$ cat config.mk
export PLATFORM = sky130hd
export DESIGN_NAME = fetch_unit
export DESIGN_NICKNAME = d
export VERILOG_FILES = /design/src/source/isa_pkg.sv /design/src/source/pipe_pkg.sv /design/src/source/fetch_unit.sv /design/src/source/if_stage.sv /design/src/source/inst_sram.sv /design/src/source/pre_if_stage.sv
export VERILOG_INCLUDE_DIRS = /design/src /design/src/source
export SDC_FILE = /design/constraint.sdc
export NUM_CORES = 1
export LEC_CHECK = 0
export BUFFER_PORTS_ARGS = -buffer_cell sky130_fd_sc_hd__buf_2
export CORE_ASPECT_RATIO = 0.6
export CORE_UTILIZATION = 59
export DETAILED_ROUTE_END_ITERATION = 6
export GPL_ROUTABILITY_DRIVEN = 0
export PLACE_DENSITY = 0.86
export SKIP_LAST_GASP = 1
export SLEW_MARGIN = 20
export SYNTH_ARGS = -nofsm -noshare
export SYNTH_HDL_FRONTEND = slang
export SYNTH_SLANG_ARGS = --single-unit
export TNS_END_PERCENT = 100
$ cat constraint.sdc
create_clock -name clk -period 10.9 [get_ports clk]
set_input_delay 3.27 -clock clk [delete_from_list [all_inputs] [get_ports clk]]
set_output_delay 3.27 -clock clk [all_outputs]
set_load 0.02 [all_outputs]
$ cat src/source/fetch_consts.svh
`ifndef FETCH_CONSTS_SVH
`define FETCH_CONSTS_SVH

// pre-fetch to fetch bus: ex bit plus five code bits
`define PS_TO_FS_BUS_WD 6
// branch bus: taken bit on top of a 32-bit target
`define BR_BUS_WD 33
// fetch to decode bus: ex, code, bd, inst, pc
`define FS_TO_DS_BUS_WD 71

// first sequential pc lands on bfc00000
`define RESET_PC 32'hbfbffffc
`define EXC_VECTOR 32'hbfc00380

// instruction window, depth counted in words
`define IMEM_BASE 32'hbfc00000
`define IMEM_DEPTH 32

// cp0 exception codes
`define EXC_ADEL 5'd4
`define EXC_IBE 5'd6

`endif

$ cat src/source/imem_init.hex
// one 32-bit instruction word per line, hex
// line n holds the word at bfc00000 + 4*n
3c1dbfc1
27bdfff0
24080001
24090002
01095020
3c0bbfc0
356b0100
8d6c0000
254a0001
11880003
ad6a0004
24020005
24030006
00432021
00832822
00a43024
00c53825
00e64026
3c04a000
ac820010
8c830010
1460fffd
03e00008
240a0007
2529ffff
01284823
000a5080
000b5842
316cffff
40806000
08300000
42000018

$ cat src/source/isa_pkg.sv
`include "fetch_consts.svh"

package isa_pkg;

    // instruction word as fetched
    typedef logic [31:0] word_t;

    // byte address
    typedef logic [31:0] addr_t;

    // cp0 excode field
    typedef logic [4:0] exc_code_t;

    // true when the byte address falls inside the instruction window
    // unsigned wrap makes addresses below the base fail as well
    function automatic logic addr_in_window(addr_t addr);
        addr_t offset;
        offset = addr - `IMEM_BASE;
        return offset < 32'(`IMEM_DEPTH * 4);
    endfunction

endpackage

$ cat src/source/pipe_pkg.sv
`include "fetch_consts.svh"

package pipe_pkg;

    // {ex, code} from pre-fetch
    typedef logic [`PS_TO_FS_BUS_WD-1:0] ps_to_fs_bus_t;

    // {taken, target} from decode
    // taken bit sits at the top
    typedef logic [`BR_BUS_WD-1:0] br_bus_t;

    // toward decode, top to bottom
    //   [70]    ex
    //   [69:65] excode
    //   [64]    branch delay slot
    //   [63:32] instruction
    //   [31:0]  pc
    typedef logic [`FS_TO_DS_BUS_WD-1:0] fs_to_ds_bus_t;

endpackage

$ cat src/source/fetch_unit.sv
`timescale 1ns/1ps

module fetch_unit
    import isa_pkg::*;
    import pipe_pkg::*;
(
    input  logic          clk,
    input  logic          reset,
    input  logic          ds_allowin,
    input  br_bus_t       br_bus,
    input  logic          fs_bd,
    input  logic          flush,
    output logic          fs_to_ds_valid,
    output fs_to_ds_bus_t fs_to_ds_bus
);

    // pre-fetch to fetch
    addr_t         ps_to_fs_nextpc;
    ps_to_fs_bus_t ps_to_fs_bus;

    // fetch back to pre-fetch
    addr_t         fs_pc;
    logic          fs_allowin;

    // memory side
    logic          inst_req;
    addr_t         inst_addr;
    logic          inst_data_ok;
    word_t         inst_rdata;

    pre_if_stage u_pre_if_stage (
        .clk             (clk),
        .reset           (reset),
        .fs_pc           (fs_pc),
        .fs_allowin      (fs_allowin),
        .br_bus          (br_bus),
        .flush           (flush),
        .inst_data_ok    (inst_data_ok),
        .ps_to_fs_nextpc (ps_to_fs_nextpc),
        .ps_to_fs_bus    (ps_to_fs_bus),
        .inst_req        (inst_req),
        .inst_addr       (inst_addr)
    );

    if_stage u_if_stage (
        .clk             (clk),
        .reset           (reset),
        .ps_to_fs_nextpc (ps_to_fs_nextpc),
        .ps_to_fs_bus    (ps_to_fs_bus),
        .fs_pc           (fs_pc),
        .fs_allowin      (fs_allowin),
        .ds_allowin      (ds_allowin),
        .fs_bd           (fs_bd),
        .flush           (flush),
        .inst_data_ok    (inst_data_ok),
        .inst_rdata      (inst_rdata),
        .fs_to_ds_valid  (fs_to_ds_valid),
        .fs_to_ds_bus    (fs_to_ds_bus)
    );

    // stands in for the icache
    inst_sram u_inst_sram (
        .clk          (clk),
        .reset        (reset),
        .inst_req     (inst_req),
        .inst_addr    (inst_addr),
        .inst_data_ok (inst_data_ok),
        .inst_rdata   (inst_rdata)
    );

endmodule

$ cat src/source/if_stage.sv
`timescale 1ns/1ps
`include "fetch_consts.svh"

module if_stage
    import isa_pkg::*;
    import pipe_pkg::*;
(
    input  logic          clk,
    input  logic          reset,
    input  addr_t         ps_to_fs_nextpc,
    input  ps_to_fs_bus_t ps_to_fs_bus,
    output addr_t         fs_pc,
    output logic          fs_allowin,
    input  logic          ds_allowin,
    input  logic          fs_bd,
    input  logic          flush,
    input  logic          inst_data_ok,
    input  word_t         inst_rdata,
    output logic          fs_to_ds_valid,
    output fs_to_ds_bus_t fs_to_ds_bus
);

    ps_to_fs_bus_t ps_to_fs_bus_r;
    logic          ps_ex;
    exc_code_t     ps_code;
    logic          bypass;
    logic          advance;
    logic          adel_ex;
    logic          pc_in_window;
    logic          bad_pc;
    logic          fs_ex;
    exc_code_t     fs_code;
    word_t         fs_inst;

    // flush always lets the redirect through
    assign fs_allowin = flush ? 1'b1 : ds_allowin;

    // misaligned or out-of-window nextpc skips the memory
    assign bypass  = (ps_to_fs_nextpc[1:0] != 2'b00) | ps_to_fs_bus[`PS_TO_FS_BUS_WD-1];
    assign advance = fs_allowin & (inst_data_ok | bypass);

    always_ff @(posedge clk) begin
        if (reset) begin
            fs_pc <= `RESET_PC;
        end else if (advance) begin
            fs_pc <= ps_to_fs_nextpc;
        end
    end

    // pre-fetch exception follows its pc
    always_ff @(posedge clk) begin
        if (reset) begin
            ps_to_fs_bus_r <= '0;
        end else if (advance) begin
            ps_to_fs_bus_r <= ps_to_fs_bus;
        end
    end

    // held under back-pressure, dropped while memory still waits
    always_ff @(posedge clk) begin
        if (reset) begin
            fs_to_ds_valid <= 1'b0;
        end else if (fs_allowin) begin
            fs_to_ds_valid <= advance;
        end
    end

    assign {ps_ex, ps_code} = ps_to_fs_bus_r;

    assign adel_ex      = fs_pc[1:0] != 2'b00;
    assign pc_in_window = addr_in_window(fs_pc);
    assign bad_pc       = adel_ex | ~pc_in_window;

    // AdEL wins over the bus error code
    assign fs_ex   = adel_ex | ps_ex;
    assign fs_code = adel_ex ? `EXC_ADEL : ps_code;

    // rdata is stale for these, so hand decode a nop
    assign fs_inst = (flush | bad_pc) ? 32'd0 : inst_rdata;

    assign fs_to_ds_bus = {
        fs_ex,
        fs_code,
        fs_bd,
        fs_inst,
        fs_pc
    };

endmodule

$ cat src/source/inst_sram.sv
`timescale 1ns/1ps
`include "fetch_consts.svh"

module inst_sram
    import isa_pkg::*;
(
    input  logic  clk,
    input  logic  reset,
    input  logic  inst_req,
    input  addr_t inst_addr,
    output logic  inst_data_ok,
    output word_t inst_rdata
);

    localparam int IDX_W = $clog2(`IMEM_DEPTH);

    typedef enum logic {
        S_IDLE,
        S_WAIT
    } state_t;

    state_t           state;
    logic [1:0]       wait_cnt;
    logic [7:0]       lfsr;
    addr_t            word_off;
    logic [IDX_W-1:0] word_idx;
    word_t            mem [0:`IMEM_DEPTH-1];

    initial begin
        $readmemh("/design/src/source/imem_init.hex", mem);
    end

    // free-running lfsr, x^8 + x^6 + x^5 + x^4 + 1
    always_ff @(posedge clk) begin
        if (reset) begin
            lfsr <= 8'h5a;
        end else begin
            lfsr <= {lfsr[6:0], lfsr[7] ^ lfsr[5] ^ lfsr[4] ^ lfsr[3]};
        end
    end

    // a zero draw accepts in the request cycle itself
    assign inst_data_ok = inst_req &
        ((state == S_IDLE && lfsr[1:0] == 2'd0) || (state == S_WAIT && wait_cnt == 2'd0));

    always_ff @(posedge clk) begin
        if (reset) begin
            state    <= S_IDLE;
            wait_cnt <= 2'd0;
        end else begin
            case (state)
                S_IDLE: begin
                    // new request, draw the wait
                    if (inst_req && lfsr[1:0] != 2'd0) begin
                        state    <= S_WAIT;
                        wait_cnt <= lfsr[1:0] - 2'd1;
                    end
                end
                S_WAIT: begin
                    if (inst_data_ok) begin
                        state <= S_IDLE;
                    end else if (wait_cnt != 2'd0) begin
                        wait_cnt <= wait_cnt - 2'd1;
                    end
                end
                default: state <= S_IDLE;
            endcase
        end
    end

    // word index from the offset into the window
    assign word_off = inst_addr - `IMEM_BASE;
    assign word_idx = word_off[IDX_W+1:2];

    // held until the next acceptance
    always_ff @(posedge clk) begin
        if (inst_data_ok) begin
            inst_rdata <= mem[word_idx];
        end
    end

endmodule

$ cat src/source/pre_if_stage.sv
`timescale 1ns/1ps
`include "fetch_consts.svh"

module pre_if_stage
    import isa_pkg::*;
    import pipe_pkg::*;
(
    input  logic          clk,
    input  logic          reset,
    input  addr_t         fs_pc,
    input  logic          fs_allowin,
    input  br_bus_t       br_bus,
    input  logic          flush,
    input  logic          inst_data_ok,
    output addr_t         ps_to_fs_nextpc,
    output ps_to_fs_bus_t ps_to_fs_bus,
    output logic          inst_req,
    output addr_t         inst_addr
);

    logic      br_taken;
    addr_t     br_target;
    addr_t     seq_pc;
    logic      redirect;
    logic      pend_valid;
    addr_t     pend_pc;
    logic      aligned;
    logic      in_window;
    logic      req_ok;
    logic      advance;
    logic      ps_ex;
    exc_code_t ps_code;

    assign {br_taken, br_target} = br_bus;
    assign seq_pc   = fs_pc + 32'd4;
    assign redirect = flush | br_taken;

    // flush beats branch, branch beats a stored redirect
    always_comb begin
        if (flush) begin
            ps_to_fs_nextpc = `EXC_VECTOR;
        end else if (br_taken) begin
            ps_to_fs_nextpc = br_target;
        end else if (pend_valid) begin
            ps_to_fs_nextpc = pend_pc;
        end else begin
            ps_to_fs_nextpc = seq_pc;
        end
    end

    assign aligned   = ps_to_fs_nextpc[1:0] == 2'b00;
    assign in_window = addr_in_window(ps_to_fs_nextpc);
    assign req_ok    = aligned & in_window;

    // aligned but outside the window, bus error on fetch
    assign ps_ex        = aligned & ~in_window;
    assign ps_code      = ps_ex ? `EXC_IBE : 5'd0;
    assign ps_to_fs_bus = {ps_ex, ps_code};

    // bad addresses never reach memory
    assign inst_req  = fs_allowin & req_ok;
    assign inst_addr = ps_to_fs_nextpc;

    // same condition the fetch stage uses to take nextpc
    assign advance = fs_allowin & (inst_data_ok | ~req_ok);

    // remember a redirect seen while the request still waits
    always_ff @(posedge clk) begin
        if (reset) begin
            pend_valid <= 1'b0;
        end else if (advance) begin
            pend_valid <= 1'b0;
        end else if (redirect) begin
            pend_valid <= 1'b1;
        end
    end

    always_ff @(posedge clk) begin
        if (redirect && !advance) begin
            pend_pc <= ps_to_fs_nextpc;
        end
    end

endmodule
Word level (Yosys, flattened, before mapping):

Cells that the tools add are included.

* input bits: 38
* register bits after elaboration: 115
* output and inout port bits: 72

* equal/unequal tests: 3
* reductions and logical operators: 15
* multiplexer cells: 14
* bitwise operators: 20
* $lt $le $gt $ge: 2
* add/sub/neg operators: 5

Operator list (count)
* 32-bit two-way mux: 4
* 32-bit by 8-bit < comparator with 1-bit output, second input constant: 2
* 32-bit subtractor, second input constant: 2
* 32-bit by 3-bit adder with 32-bit output, second input constant: 1
* 2-bit nonzero test: 4
* 1-bit OR: 7
* 1-bit AND: 6
* 2-bit logical NOT: 3
* 2-bit two-way mux: 3
* 2-bit != test, second input constant: 3
* 5-bit two-way mux: 1
* 1-bit logical AND: 4
* 1-bit inverter: 4
* 2-bit one-hot mux with 2 select lines: 1
* 2-bit by 1-bit subtractor with 2-bit output, second input constant: 2
* 1-bit two-way mux: 3
* 3-bit two-way mux: 1
* 3-bit AND reduction: 1
* 1-bit XOR: 3
* 1-bit one-hot mux with 2 select lines: 1
* 2-bit OR reduction: 1
* 1-bit logical NOT: 1
* 1-bit logical OR: 1

Longest topological paths before layout:

* depth after elaboration: 13
* depth in mapped cells: 12
* depth with buffers taken out: 10

Cells and area by module:

From an unflattened synthesis, not the netlist that was laid out.

* cell total of the unflattened synthesis: 691
* area, all modules: 6084.6 um^2

By module, submodules not included
* pre_if_stage: cells an instance 339, seq. area each 980.9 um^2, area each 2894.0 um^2, times used 1
* if_stage: cells an instance 278, seq. area each 780.7 um^2, area each 2533.7 um^2, times used 1
* inst_sram: cells an instance 74, seq. area each 220.2 um^2, area each 656.9 um^2, times used 1

Worst setup path before layout:

No wires, ideal clock.

* path type: in2reg
* start point: input br_bus[32]
* end point: register u_pre_if_stage.pend_pc[0], enable pin
* buffers on the path: 4
* data required time: 10.464 ns
* arrival: 6.738 ns
* setup slack: 3.726 ns
* stages: 10
* path through: buf_2 -> clkbuf_1 -> clkbuf_1 -> o211ai_1 -> nor2_1 -> a2111oi_0 -> and4_1 -> nand4_2 -> buf_6 -> a22oi_1

* longest elaborated chain between the ends: 11
* elaborated cells between the ends (all ways): 14
* classes of those cells: add/sub: 1; order compare: 1; mux: 2; bitwise: 7; reduce/logical: 3

RTL lines
* from (decl): RTL line fetch_unit.sv:10 `input br_bus_t br_bus,`
* 32-bit two-way mux: RTL line pre_if_stage.sv:42 `end else if (br_taken) begin`
* 32-bit two-way mux: RTL line pre_if_stage.sv:40 `if (flush) begin`
* 32-bit subtractor (no line)
* 32-bit by 8-bit < comparator with 1-bit output: RTL line isa_pkg.sv:19 `` return offset < 32'(`IMEM_DEPTH * 4); ``
* 1-bit AND: RTL line pre_if_stage.sv:53 `assign req_ok = aligned & in_window;`
* 1-bit AND: RTL line pre_if_stage.sv:61 `assign inst_req = fs_allowin & req_ok;`
* 1-bit AND: RTL line inst_sram.sv:43 `assign inst_data_ok = inst_req &`
* 1-bit OR: RTL line pre_if_stage.sv:65 `assign advance = fs_allowin & (inst_data_ok | ~req_ok);`
* 1-bit AND: RTL line pre_if_stage.sv:65
* 1-bit logical NOT: RTL line pre_if_stage.sv:79 `if (redirect && !advance) begin`
* 1-bit logical AND *: RTL line pre_if_stage.sv:79
* to (signal assigned): RTL line pre_if_stage.sv:80 `pend_pc <= ps_to_fs_nextpc;`
* to (decl): RTL line pre_if_stage.sv:26 `addr_t pend_pc;`

Every way passes the cells marked *; elsewhere a longest branch is shown, timed or not.
A chain may end at the register's enable or synchronous reset.

Worst setup path after layout:

* start point: input br_bus[32]
* end point: register u_pre_if_stage.pend_pc[9], enable pin

Same word-level chain as after synthesis.

==> summary.md <==
| Metric | Value |
|---|---|
| Row cnt | 25 |
| Hold Crit Start | u_inst_sram.lfsr[6] |
| Htree depth | 3 |
| Clk_lat worst skew | approximately 0.34 ns |
| Most frequent cell after synthesis | nor2_1 |
| RSZ-0062 raised after global routing | no |
| DIE AREA | roughly 8500 sq um |
| Post-synthesis cell type count | 69 |
| Global-route wire length before repair | 21450 microns |
| CTS tree | done |
| Switching pwr | ~260 uW |
| Vias per cell | 6.568 |
| Mean Syn Cell Area | between 8 and 9 sq um |
| Part of the power in registers | 0.414 |
| Final net count | 618 |
| P per Cell Area | 158.3 nW/um^2 |
| Slew headroom | 0.4095 |
| Post-synth EDFFs | 32 |
| Total number of vias | 4545 |
| Clk slew on worst S/H paths | around 0.060 ns |
| Final instance area | 5310 sq um |
| Post-CTS sizing | 0 |
| Syn. warnings | 0 |
| Ports | 110 |
| Arrival time of the worst setup path | 7.27 ns |
| Largest net degree at the start of global routing | 69 |
| Die Wd | roughly 120 microns |
| Final antenna-violating net count | 0 |
| # Max-Cap Violations | 0 |
| Reg2Reg Depth | 9 |
| Inst Count DP | 676 |
| CP Data Required Time | 10.91 ns |
| Combinational share of power | 0.197 |
| Final Max Tran Viols | 0 |
| Post-Syn Area | 4796 sq um |
| Initial DRC count | 760 |
| Number of global-route vias before repair | a little under 4000 |
| Slew @ Worst Pin | slightly below 0.9 ns |
| Critical path peak fanout | 47 |
| Worst hold endpoint | u_inst_sram.lfsr[7] |
| CTS Buf Count | 9 |
| Worst clock skew | 0.007859 ns |
| DP HPWL | 9806 microns |
| Fin crit period | 7.253 ns |
| Int Pwr | 579.7 uW |
| Core area | 7883 sq um |
| Initial Util | 0.6084 |
| Most area-consuming cells after synthesis | edfxtp_1, dfxtp_1, buf_4 |
| CTS Root Cell | clkbuf_16 |
| Share of layout cells above drive strength 1 | 0.2072 |
| CP max-delay cell | a22oi_2 |
| P&R area growth vs syn | 10.72% |
| Area share of the largest cell type after synthesis | 0.2004 |
| Setup-failing EPs final | 0 |
| GRT Overall Usage | 0.3334 |
| Non-filler instance count after layout | 692 |
| Clock Power Share | 0.389 |
| Worst hold path type | register to register |
| R2R setup slack | 6.36 ns |
| Seq/Total Area, Yosys | 0.3924 |
| Final hold vios | 0 |
| Sw frac | 0.3103 |
| Setup TNS | 0 ns |
| Synth area leader | edfxtp_1 |
| Diode count | 0 |
| Asr flop ratio synth | 0 |
| Mapped Cells | 533 |
| Cells along the critical path | buf_2, nor2b_2, a221oi_1, o211ai_1, a2111oi_0, and4_1, nand4_2, a22oi_2, buf_4 |
| CP Launch Type | primary input |
| Post-Route WL | around 14000 microns |
| Crit end category | register |
| Reg2Reg Capture Point | u_pre_if_stage.pend_pc[9] |
| Post-DP Area | between 4000 and 5000 sq um |
| Synth top cells by count | nor2_1, dfxtp_1, buf_4 |
| Maximum vdd drop | 91.00 uV |
| Die Y | a little over 70 microns |
| Layout Utilization | 0.6737 |
| PortBufs | 72 |
| Residual DRC | 0 |
| Setup Buffers After CTS | 0 |
| Worst Hold Path Cells | 1 |
| Fillers | ~630 |
| Reg2reg start | u_if_stage.fs_pc[2] |
| Crit path buf inv count | 2 |
| DRT Pass-1 Iters | 6 |
| Routed wire length per instance | approximately 20 microns |
| Flops & latches, synth | 78 |
| CP top delay family | compound AO/OA/AOI/OAI gates |
| CTS Hold Bufs | 0 |
| Peak Freq | 137.9 MHz |
| Synth Flop Type | dfxtp_1 |
| Antenna violations before repair | 0 |
| CP max stage delay | 0.75 ns |
| GRT Residual Overflow | 0 |
| TritonCTS Sinks | 78 |
| Total Power | roughly 840 uW |
| Leak | 0.002084 uW |
| Status | finished, final reports clean |
| Worst-case clock buffer depth | 2 |
| Final period utilization | 0.6654 |
| Worst Setup Path Type | primary input to register |
==> area by class of cell <==
class	count	area, sq um	area share
clock buffers	9	225.2	0.04241
clock inverters	7	96.34	0.01814
inverters	12	45.04	0.008483
multi-input cells	403	2544	0.4790
flip-flops and latches	78	1882	0.3544
well taps	108	135.1	0.02545
repair buffers	75	382.9	0.07210
==> kinds of logic (layout without fill, tap and decap cells) <==
group                      Yosys count  count (layout)  synth area share
AOI/OAI and AO/OA                  111             111            0.1644
xor gates and xnor gates            16              16           0.02922
adders and majority gates            1               1          0.002609
buffers and inverters               86             103            0.1054
DFF                                 78              78            0.3924
muxes                               29              29           0.06079
other                                1              35         0.0007819
and+or+nand+nor                    211             211            0.2445
==> flip-flops by register name, indices dropped and copies added, names as in the netlist <==
signal,flops
u_inst_sram.lfsr,8
u_pre_if_stage.pend_valid,1
u_if_stage.ps_to_fs_bus_r,1
u_if_stage.fs_to_ds_valid,1
u_if_stage.fs_pc,32
u_inst_sram.state,1
u_pre_if_stage.pend_pc,32
u_inst_sram.wait_cnt,2
==> stage by stage <==
stage                     setup WS [ns]  hold WS, ns
after floorplan                   3.726       0.3895
after global placement            3.600       0.3958
after detailed placement          3.323       0.4012
after CTS                         3.666       0.4437
after global routing              3.425       0.4436
final                             3.647       0.4472
==> metal layers <==
metal	GRT usage	up-vias	share of wire
li1	-	1991	-
met1	0.4861	2080	0.41
met2	0.4595	426	0.40
met3	0.1186	48	0.16
met4	0.09845	0	0.024
met5	0	-	0
==> cell usage in the layout (no fill, tap or decap), drive strengths merged, types with 7 or more instances in the layout <==
cell    instances
a221oi         11
clkbuf          9
o21ai          17
nor4           12
or2             7
nand3          17
a22oi           7
and4           11
conb           35
o22ai           7
nor2           74
nor3           13
inv            13
edfxtp         32
a21oi          25
xnor2          10
dfxtp          46
buf            75
nand2          25
nand4          14
o211ai         10
mux2i          28
==> power by group through the flow <==
stage	sequential (uW)	combinational [uW]	clock, uW
finish	348	166	327
global route	349	176	339
CTS	346	161	327
detailed placement	352	160	0
global placement	351	155	0
floorplan	357	119	0
==> worst max-delay path by stage <==
stage / from / end / slack, ns / cells past startpoint
final: br_bus[32] / u_pre_if_stage.pend_pc[9] / 3.65 / 9
after global routing: br_bus[32] / u_pre_if_stage.pend_pc[3] / 3.43 / 9
after CTS: br_bus[32] / u_pre_if_stage.pend_pc[9] / 3.67 / 9
after detailed placement: br_bus[32] / u_pre_if_stage.pend_pc[2] / 3.32 / 9
after global placement: br_bus[32] / u_pre_if_stage.pend_pc[2] / 3.60 / 10
after floorplan: br_bus[32] / u_pre_if_stage.pend_pc[0] / 3.73 / 10
==> worst reg2reg max path: stages, from the launching register on <==
cell and delay [ns]:
dfxtp_1 0.43, and2_1 0.34, nand4_1 0.57, o41a_1 0.61, a221oi_2 0.29, and2_1 0.19, and2_2 0.18, nand4_2 0.40
a22oi_2 0.76, buf_4 0.43
(Power assumes the default switching activity.)
